[src/common/ncpu32k_icache_pkg.sv]
/*
 * ncpu32k icache shared definitions
 * cache geometry, RAM widths and the fetch address view
 */

package ncpu32k_icache_pkg;

   // #################### geometry
   localparam int addr_w     = 32;     // fetch address
   localparam int data_w     = 32;     // one instruction word
   localparam int offs_w     = 4;      // 16-byte lines
   localparam int word_w     = 2;      // word select in a line
   localparam int index_w    = 6;
   localparam int tag_w      = addr_w - index_w - offs_w;   // 22
   localparam int line_words = 1 << word_w;                 // 4
   localparam int num_lines  = 1 << index_w;                // 64

   // #################### RAM widths
   localparam int data_ram_aw = index_w + word_w;   // {index, word}
   localparam int tag_ram_dw  = tag_w + 1;          // msb is the valid flag

   // fetch address split into its cache fields
   typedef struct packed {
      logic [tag_w-1:0]          tag;
      logic [index_w-1:0]        index;
      logic [word_w-1:0]         wsel;    // word in line
      logic [offs_w-word_w-1:0]  boffs;   // byte in word, ignored
   } fetch_fields_t;

   // same 32 bits seen as a bus word or as cache fields
   typedef union packed {
      logic [addr_w-1:0]  raw;
      fetch_fields_t      f;
   } fetch_addr_u;

endpackage

[src/icache/ncpu32k_icache_ctrl.sv]
/*
 * icache controller
 * lookup and tag compare, line refill over the Wishbone master,
 * tag invalidate sweep after reset and on flush
 */

`timescale 1ns/1ps

module ncpu32k_icache_ctrl (
   input  logic                                   clk,
   input  logic                                   rst_n,
   input  logic                                   flush,
   // cpu side, Wishbone slave
   input  logic                                   cpu_cyc,
   input  logic                                   cpu_stb,
   input  logic [ncpu32k_icache_pkg::addr_w-1:0]  cpu_adr,
   output logic                                   cpu_ack,
   output logic [ncpu32k_icache_pkg::data_w-1:0]  cpu_dat,
   // memory side, Wishbone master
   output logic                                   mem_cyc,
   output logic                                   mem_stb,
   output logic [ncpu32k_icache_pkg::addr_w-1:0]  mem_adr,
   input  logic                                   mem_ack,
   input  logic [ncpu32k_icache_pkg::data_w-1:0]  mem_dat,
   // tag RAM
   output logic [ncpu32k_icache_pkg::index_w-1:0] tag_raddr,
   output logic                                   tag_re,
   output logic [ncpu32k_icache_pkg::index_w-1:0] tag_waddr,
   output logic                                   tag_we,
   output logic [ncpu32k_icache_pkg::tag_ram_dw-1:0] tag_din,
   input  logic [ncpu32k_icache_pkg::tag_ram_dw-1:0] tag_dout,
   // data RAM
   output logic [ncpu32k_icache_pkg::data_ram_aw-1:0] data_raddr,
   output logic                                   data_re,
   output logic [ncpu32k_icache_pkg::data_ram_aw-1:0] data_waddr,
   output logic                                   data_we,
   output logic [ncpu32k_icache_pkg::data_w-1:0]  data_din,
   input  logic [ncpu32k_icache_pkg::data_w-1:0]  data_dout
);

   localparam int tag_w   = ncpu32k_icache_pkg::tag_w;
   localparam int index_w = ncpu32k_icache_pkg::index_w;
   localparam int word_w  = ncpu32k_icache_pkg::word_w;
   localparam int byte_w  = ncpu32k_icache_pkg::offs_w - word_w;

   typedef enum logic [2:0] {
      S_SWEEP,    // invalidate all tags
      S_IDLE,     // wait for a fetch
      S_CMP,      // tag compare
      S_REFILL,   // 4 memory beats
      S_RELOOK    // write tag, look up again
   } state_t;

   state_t state, state_nxt;

   ncpu32k_icache_pkg::fetch_addr_u cur_adr;   // address on the cpu port
   ncpu32k_icache_pkg::fetch_addr_u req_adr;   // latched request
   ncpu32k_icache_pkg::fetch_addr_u lk_adr;    // address of the lookup

   logic [index_w-1:0] sweep_cnt;
   logic [word_w-1:0]  refill_cnt;   // word being fetched
   logic               beat_gap;     // stb low between beats
   logic               flush_pend;
   logic               flush_any;
   logic               tag_valid;
   logic               hit;
   logic               last_beat;

   assign cur_adr.raw = cpu_adr;
   assign lk_adr      = (state == S_IDLE) ? cur_adr : req_adr;   // relook uses latched
   assign flush_any   = flush | flush_pend;

   // #################### lookup
   assign tag_valid = tag_dout[tag_w];
   assign hit       = tag_valid && (tag_dout[tag_w-1:0] == req_adr.f.tag);

   assign tag_raddr  = lk_adr.f.index;
   assign data_raddr = {lk_adr.f.index, lk_adr.f.wsel};
   assign cpu_dat    = data_dout;   // qualified by cpu_ack

   // #################### refill
   assign mem_adr    = {req_adr.f.tag, req_adr.f.index, refill_cnt, {byte_w{1'b0}}};
   assign data_waddr = {req_adr.f.index, refill_cnt};
   assign data_din   = mem_dat;
   assign last_beat  = (refill_cnt == word_w'(ncpu32k_icache_pkg::line_words - 1));

   // next state and per-state strobes
   always_comb begin
      state_nxt = state;
      cpu_ack   = 1'b0;
      mem_cyc   = 1'b0;
      mem_stb   = 1'b0;
      tag_re    = 1'b0;
      tag_we    = 1'b0;
      tag_waddr = req_adr.f.index;
      tag_din   = {1'b1, req_adr.f.tag};   // valid entry
      data_re   = 1'b0;
      data_we   = 1'b0;

      case (state)
         S_SWEEP: begin
            tag_we    = 1'b1;
            tag_waddr = sweep_cnt;
            tag_din   = '0;   // valid clear
            if (sweep_cnt == index_w'(ncpu32k_icache_pkg::num_lines - 1))
               state_nxt = S_IDLE;
         end
         S_IDLE: begin
            if (flush_any) begin
               state_nxt = S_SWEEP;
            end else if (cpu_cyc && cpu_stb) begin
               tag_re    = 1'b1;   // both RAMs read together
               data_re   = 1'b1;
               state_nxt = S_CMP;
            end
         end
         S_CMP: begin
            if (flush_any) begin
               state_nxt = S_SWEEP;   // request stays pending
            end else if (hit) begin
               cpu_ack   = 1'b1;
               state_nxt = S_IDLE;
            end else begin
               state_nxt = S_REFILL;
            end
         end
         S_REFILL: begin
            mem_cyc = 1'b1;       // held over all beats
            mem_stb = !beat_gap;
            if (mem_stb && mem_ack) begin
               data_we = 1'b1;
               if (last_beat) state_nxt = S_RELOOK;
            end
         end
         S_RELOOK: begin
            tag_we    = 1'b1;   // same index read and written, bypass returns it
            tag_re    = 1'b1;
            data_re   = 1'b1;
            state_nxt = S_CMP;
         end
         default: state_nxt = S_SWEEP;
      endcase
   end

   // #################### registers
   always_ff @(posedge clk or negedge rst_n) begin
      if (!rst_n) begin
         state      <= S_SWEEP;   // sweep straight out of reset
         sweep_cnt  <= '0;
         refill_cnt <= '0;
         beat_gap   <= 1'b0;
         flush_pend <= 1'b0;
      end else begin
         state    <= state_nxt;
         beat_gap <= mem_stb && mem_ack;   // one idle cycle after each beat

         if (state == S_SWEEP) sweep_cnt <= sweep_cnt + 1'b1;   // wraps to 0 at end
         else sweep_cnt <= '0;

         if (state == S_CMP) refill_cnt <= '0;
         else if (mem_stb && mem_ack) refill_cnt <= refill_cnt + 1'b1;

         // flush seen outside idle is served once back in idle
         if (state != S_SWEEP && state_nxt == S_SWEEP) flush_pend <= 1'b0;
         else if (flush) flush_pend <= 1'b1;
      end
   end

   always_ff @(posedge clk) begin
      if (state == S_IDLE && tag_re) req_adr <= cur_adr;
   end

   // #################### checks
   a_ack_single: assert property (@(posedge clk) disable iff (!rst_n)
      cpu_ack |=> !cpu_ack);

   a_stb_in_cyc: assert property (@(posedge clk) disable iff (!rst_n)
      mem_stb |-> mem_cyc);

   a_adr_hold: assert property (@(posedge clk) disable iff (!rst_n)
      mem_stb && !mem_ack |=> mem_stb && $stable(mem_adr));

endmodule

[config.mk]
export PLATFORM = sky130hd
export DESIGN_NAME = ncpu32k_icache_ctrl
export DESIGN_NICKNAME = d
export VERILOG_FILES = /design/src/common/ncpu32k_icache_pkg.sv /design/src/icache/ncpu32k_icache_ctrl.sv
export SDC_FILE = /design/constraint.sdc
export NUM_CORES = 1
export LEC_CHECK = 0
export ABC_CLOCK_PERIOD_IN_PS = 2600
export BUFFER_PORTS_ARGS = -buffer_cell sky130_fd_sc_hd__buf_2
export CAP_MARGIN = 20
export CORE_AREA = 2 2 107 109
export DETAILED_ROUTE_END_ITERATION = 16
export DIE_AREA = 0 0 109 111
export PLACE_DENSITY_LB_ADDON = 0.3
export REMOVE_ABC_BUFFERS = 1
export SLEW_MARGIN = 20
export SYNTH_ARGS = -nofsm -noshare
export SYNTH_HDL_FRONTEND = slang
export SYNTH_SLANG_ARGS = --single-unit
[constraint.sdc]
create_clock -name clk -period 2.6 [get_ports clk]
set_input_delay 0.26 -clock clk [delete_from_list [all_inputs] [get_ports clk]]
set_output_delay 0.26 -clock clk [all_outputs]
set_load 0.03 [all_outputs]
==> run metrics, run 1 <==
status=complete, no violations; Non-Filler Instances=~470; TritonCTS Buffers=5; RSZ-0062 raised after global routing=no; mux cell area share after synthesis=0.03400; critical path class=register to output pin; Hold-fix buffers, CTS=1; CP Max Fanout=3; Die W=approximately 110 µm; dpl hpwl=roughly 10 mm; commonest cells after routing, fill and taps aside=146 x buf_2, 30 x edfxtp_1, 24 x and2_1; number of remaining DRC errors=0; worst path cell trace=xor2_1 > nor4_1 > nand4_1 > nor4_1 > buf_2; crit-path max cell delay=~0.44 ns; Hold Path Cell Cnt=1; Syn Area/Cell=about 10 µm²; Clk Latency, worst-skew pair=~0.28 ns; # fillers=roughly 1,200; H-Tree Depth=2; DRT Wirelength=between 10 and 15 mm; ANT nets after route=0; initial DRC count=slightly above 80; first-pass GRT wire length=16.19 mm; arrival time at the worst endpoint=2.12 ns; total power=between 2 and 2.5 mW; Post-CTS Setup Bufs=0; routability-driven placement congestion ratio=~0.79; class of the worst hold path=primary input to register; Compound-Gate Fraction of Synth Area=0.01445; Sink Count=43; XOR/XNOR share of the synthesized area=0.08032; core footprint=around 0.011 mm²; n_diodes=0; Seq/Total Area, Yosys=0.4165; share of the synthesized area in the top cell type=0.3060; Synth warnings=0; Final Cycle Share=0.9139; Tmin final=approximately 2.4 ns; vias in the first global route=approximately 2,000; Vias=just over 2,000; antenna violations before repair=0; worst setup margin=around 0.22 ns; Top cell by count, worst path=nor4_1; commonest non-fill, non-tap cell in the layout=buf_2; Critical Path Start Type=register; largest family of logic cells by synthesized area=buffers and inverters; worst min-delay path startpoint=cpu_adr[16]; count of input and output buffers=146; Max VDD drop=between 0.4 and 0.5 mV; placed cells=approximately 460; drt wl/cell=25.78 µm; Die ar.=0.01210 mm²; r2r worst-path depth=5; Hold Violations, Final=0; dpl ws=0.4348 ns; pin count of the biggest net entering global routing=37; element type at the critical path end=output pin; hold_ws=approximately 0.15 ns; leading post-synthesis cells by cell area=edfxtp_1 31%, buf_4 28%, dfrtp_1 11%, xor2_1 5.4%, and2_1 5.1%; Netlist cell types=32; Syn Inst Count=around 280; via density per instance=between 4 and 5; Reg-to-Reg Start=state[2]; r2r endpoint=req_adr[2]; final setup vio count=0; CP max stage cell=nor4_1; Post-Synth Simple-Gate Area=0.1428; Reg2Reg Setup Slack=between 0.7 and 0.8 ns; Peak Freq=about 0.42 GHz; Lkg Pwr=1.527 nW; Crit path required time=roughly 2.3 ns; Initial Util=0.2658; Synth Area in Adders=0.008500; Tot GR Track Use=0.1976; Die H=between 100 and 150 µm; CTS tree=built; Synth area leader=edfxtp_1; Layout area overhead=7.947%; max-slew violation count=0; Hold EP=req_adr[16]; pwr dens=around 640 mW/mm²; Max Cap Viol=0; # resized after CTS=0; worst-case clock skew=between 0.008 and 0.009 ns; CTS root buffer=clkbuf_16; Congestion Overflow GR=0; Worst slew margin=0.6310; CTS clk-pin slew, worst paths=approximately 0.060 ns; Layout Nets=approximately 460; 1st-pass router iterations=4; FP Rows=39; Yosys reg bits=43; I/O pins=~280; setup_tns=0 ns; worst slew pin tran=between 0.5 and 0.6 ns; Max clock buf depth=2; Post-Syn Area=slightly below 0.003 mm²; fraction of layout cells with a size suffix above 1=0.5319
-- stage by stage --
step / area [µm²] / utilization
detailed placement: 3027 / 0.2732
floorplan: 2077 / -
CTS: 3178 / 0.2869
global route: 3178 / 0.2869
global placement: 3027 / 0.2732
finish: 3178 / 0.2869
-- cells in the mapped netlist --
library cell / number
nor2_2: 1
and2_1: 24
nor4_1: 4
a21oi_2: 1
a31oi_1: 1
nand3b_1: 1
xor2_1: 18
nor3b_2: 2
and3_1: 1
inv_2: 3
nor2_1: 11
buf_6: 4
mux2i_1: 1
nand2_2: 1
inv_1: 2
mux2_2: 8
conb_1: 1
a41oi_1: 1
and3_2: 1
nor3_1: 2
buf_4: 110
edfxtp_1: 30
o21ai_1: 2
a311oi_1: 1
and3_4: 1
nand2_1: 20
nand3_1: 4
nand4_1: 3
ha_1: 2
xnor2_1: 9
dfrtp_1: 13
nor3_2: 1
-- critical path, delay by kind of cell (launching register included) --
family / cells / cell delay [ns]
xor gates and xnor gates: 1 / 0.18
buffers and inverters: 1 / 0.25
DFF: 1 / 0.43
and+or+nand+nor: 3 / 0.97
-- state kept, by name, summed over array words and instances, names as in the netlist --
| register | count |
|---|---|
| state | 3 |
| refill_cnt | 2 |
| req_adr | 30 |
| beat_gap | 1 |
| flush_pend | 1 |
| sweep_cnt | 6 |
-- cell families after synthesis --
| group | after synthesis |
|---|---|
| mux | 9 |
| flops | 43 |
| xor+xnor | 27 |
| fa+ha+maj | 2 |
| simple gates | 77 |
| other cells | 1 |
| buf+inv | 119 |
| compound gates | 6 |
-- power breakdown --
part           switching [mW]  internal (mW)
sequential             0.0709          0.800
combinational           0.357          0.201
clock                   0.257          0.355
total                   0.684           1.36
-- how the worst max path moves through the flow --
stage               slack (ns)       to   startpoint
CTS                       0.10  cpu_ack  req_adr[12]
floorplan                 0.11  data_re     state[2]
finish                    0.22  cpu_ack  req_adr[12]
detailed placement        0.43  cpu_ack  req_adr[12]
global placement          0.43  cpu_ack  req_adr[12]
global route             0.006  cpu_ack  req_adr[12]
-- layout make-up --
type                    count  area [µm²]  share of cell area
inverters                   5       18.77            0.005906
multi-input cells         123       837.1              0.2634
flip-flops and latches     43        1226              0.3858
well taps                 143       178.9             0.05630
clock buffers               6       128.9             0.04055
repair buffers            150       775.7              0.2441
clock inverters             2       12.51            0.003937
-- per-layer routing --
layer	GRT usage	share of wire	up-vias
met3	0.2446	0.27	6
met2	0.2667	0.39	224
met1	0.1919	0.32	892
met5	0.06696	0.0082	-
met4	0.02479	0.0038	4
li1	-	-	902
Power figures use the tool's default switching activity.
==> run 2, diff against run 1 <==
--- a/config.mk
+++ b/config.mk
@@ -5,7 +5,7 @@
 export SDC_FILE = /design/constraint.sdc
 export NUM_CORES = 1
 export LEC_CHECK = 0
-export ABC_CLOCK_PERIOD_IN_PS = 2600
+export ABC_CLOCK_PERIOD_IN_PS = 2200
 export BUFFER_PORTS_ARGS = -buffer_cell sky130_fd_sc_hd__buf_2
 export CAP_MARGIN = 20
 export CORE_AREA = 2 2 107 109
==> constraint.sdc (replaced) <==
create_clock -name clk -period 2.2 [get_ports clk]
set_input_delay 0.22 -clock clk [delete_from_list [all_inputs] [get_ports clk]]
set_output_delay 0.22 -clock clk [all_outputs]
set_load 0.03 [all_outputs]
==> run metrics, run 2 (synthesis gave the netlist of run 1 again) <==
status=complete, no violations (unchanged); Vias=2,089 (was 2,028); setup_tns=0 ns (unchanged); Max clock buf depth=2 (unchanged); combinational share of power=0.248 (was 0.273); critical path depth=6 (was 5); arrival time at the worst endpoint=1.89 ns (was 2.12 ns); Worst slew margin=0.6092 (was 0.6310); total power=2.654 mW (was 2.040 mW); critical path startpoint=req_adr[16] (was req_adr[12]); Layout area overhead=10.92% (was 7.947%); CTS tree=built (unchanged); Layout Utilization=0.2948 (was 0.2869); Top Family by Delay on Critical Path=simple AND/OR/NAND/NOR gates (unchanged); Tot GR Track Use=0.1965 (was 0.1976); number of remaining DRC errors=0 (unchanged); routability-driven placement congestion ratio=0.7897 (was 0.7921); dpl hpwl=10.33 mm (was 10.49 mm); Hold Violations, Final=0 (unchanged); Flop pwr share=0.388 (was 0.427); DRT Wirelength=12.13 mm (was 12.17 mm); class of the worst hold path=primary input to register (unchanged); Layout Nets=458 (was 455); CTS clk-pin slew, worst paths=0.06 ns (about the same); commonest cells after routing, fill and taps aside=145 x buf_2, 30 x edfxtp_1, 24 x and2_1 (was 146 x buf_2, 30 x edfxtp_1, 24 x and2_1); Crit path required time=1.98 ns (was 2.34 ns); vias in the first global route=2,090 (was 2,044); drt wl/cell=25.48 µm (was 25.78 µm); Final Cycle Share=0.9580; ANT nets after route=0 (unchanged); count of input and output buffers=146 (unchanged); # fillers=1,195 (was 1,194); Hold Path Cell Cnt=1 (unchanged); worst slew pin tran=0.5854 ns (was 0.5527 ns); Max VDD drop=0.4622 mV (was 0.4202 mV); final setup vio count=0 (unchanged); initial DRC count=93 (was 82); r2r worst-path depth=6 (was 5); crit-path max cell delay=0.41 ns (was 0.44 ns); Clk network pwr share=0.365 (was 0.300); via density per instance=4.389 (was 4.297); 1st-pass router iterations=4 (unchanged); Multi-input gate area=849.6 µm² (was 837.1 µm²); first-pass GRT wire length=16.19 mm (about the same); I/O pins=279 (unchanged); Largest Register=req_adr (unchanged); fraction of layout cells with a size suffix above 1=0.5422 (was 0.5319); Critical Path Start Type=register (unchanged); Lkg Pwr=1.566 nW (was 1.527 nW); worst path cell trace=xor2_1 > nor4_1 > buf_4 > nand4_1 > nor4_2 > buf_4 (was xor2_1 > nor4_1 > nand4_1 > nor4_1 > buf_2); Tmin final=2.108 ns; TritonCTS Buffers=5 (unchanged); Sink Count=43 (unchanged); Largest register FFs=30 (unchanged); Max Cap Viol=0 (unchanged); commonest non-fill, non-tap cell in the layout=buf_2 (unchanged); CP Max Fanout=2 (was 3); FP Rows=39 (unchanged); Die H=111 µm (unchanged); H-Tree Depth=2 (unchanged); core footprint=0.01108 mm² (unchanged); Reg2Reg Setup Slack=0.51 ns (was 0.77 ns); Die W=109 µm (unchanged); Initial Util=0.2658 (unchanged); area post-placement=0.003034 mm² (was 0.003027 mm²); largest registers=req_adr: 30 flops, sweep_cnt: 6 flops, state: 3 flops (unchanged); Peak Freq=~0.47 GHz; pin count of the biggest net entering global routing=37 (unchanged); worst-case clock skew=0.004339 ns (was 0.008069 ns); max-slew violation count=0 (unchanged); worst min-delay path startpoint=cpu_adr[23] (was cpu_adr[16]); P_int=1.834 mW (was 1.356 mW); pwr dens=812.9 mW/mm² (was 641.9 mW/mm²); CTS root buffer=clkbuf_16 (unchanged); P_sw=0.8207 mW (was 0.6844 mW); Congestion Overflow GR=0 (unchanged); design area=0.003266 mm² (was 0.003178 mm²); element type at the critical path end=output pin (unchanged); Top cell by count, worst path=buf_4 (was nor4_1); Die ar.=0.01210 mm² (unchanged); CP max stage cell=edfxtp_1 (was nor4_1); sw frac=0.3092 (was 0.3355); RSZ-0062 raised after global routing=yes (was no); Clk Latency, worst-skew pair=0.28 ns (about the same); CP Buf/Inv Count=2 (was 1); critical path class=register to output pin (unchanged); antenna violations before repair=0 (unchanged); Reg-to-Reg Start=req_adr[16] (was state[2]); Register Area=0.001226 mm² (unchanged)
run 2: layer usage:
metal	vias to the layer above	GRT usage	share of wire
li1	910	-	-
met5	-	0.06250	0.0054
met3	4	0.2287	0.26
met1	945	0.2033	0.34
met2	228	0.2617	0.39
met4	2	0.02479	0.0036
run 2: path summary, 6_finish.rpt:
kind	end
max in group asynchronous	flush_pend
min reg2reg	sweep_cnt[0]
min in group asynchronous	sweep_cnt[5]
min	req_adr[23]
max	cpu_ack
max reg2reg	state[1]
run 2: worst reg2reg max path: cells and delay by family (launching register included):
family	cells	cell delay [ns]
compound gates	1	0.08
xor+xnor	1	0.16
buf+inv	1	0.17
flops	1	0.41
simple gates	3	0.76
run 2: power groups by stage:
stage / clock network (mW) / logic, mW / registers, mW
after floorplan: 0 / 0.391 / 1.09
after global placement: 0 / 0.657 / 1.04
after detailed placement: 0 / 0.660 / 1.05
after CTS: 1.00 / 0.665 / 1.03
after global routing: 1.04 / 0.720 / 1.04
final: 0.968 / 0.658 / 1.03
run 2: timing repair:
| item | CTS | global route |
|---|---|---|
| setup endpoints to repair | 1 | 1 |
| hold buffers | 1 | 0 |
| endpoints found under the hold margin | 13 | 0 |
| resized for setup | 2 | 1 |
| pin swaps | 5 | 2 |
| buffers inserted | 2 | 0 |
run 2: layout make-up:
cell class                 count  share of cell area
sequential                    43              0.3755
antenna                        1           0.0007663
inverter                       5            0.005747
clock inverter                 2             0.01839
clock buffer                   6             0.03946
tap                          143             0.05479
multi-input combinational    123              0.2602
timing repair buffer         153              0.2452
run 2: stage by stage:
| stage | cells | hold slack, ns | worst slack, ns |
|---|---|---|---|
| 2_1_floorplan | 171 | -0.07559 | -0.2553 |
| 3_3_place_gp | 464 | 0.1339 | 0.2394 |
| 3_5_place_dp | 464 | 0.1314 | 0.1836 |
| 4_1_cts | 475 | 0.09956 | 0.02249 |
| 5_1_grt | 475 | 0.09608 | -0.05023 |
| 6_report | 476 | 0.1092 | 0.09239 |
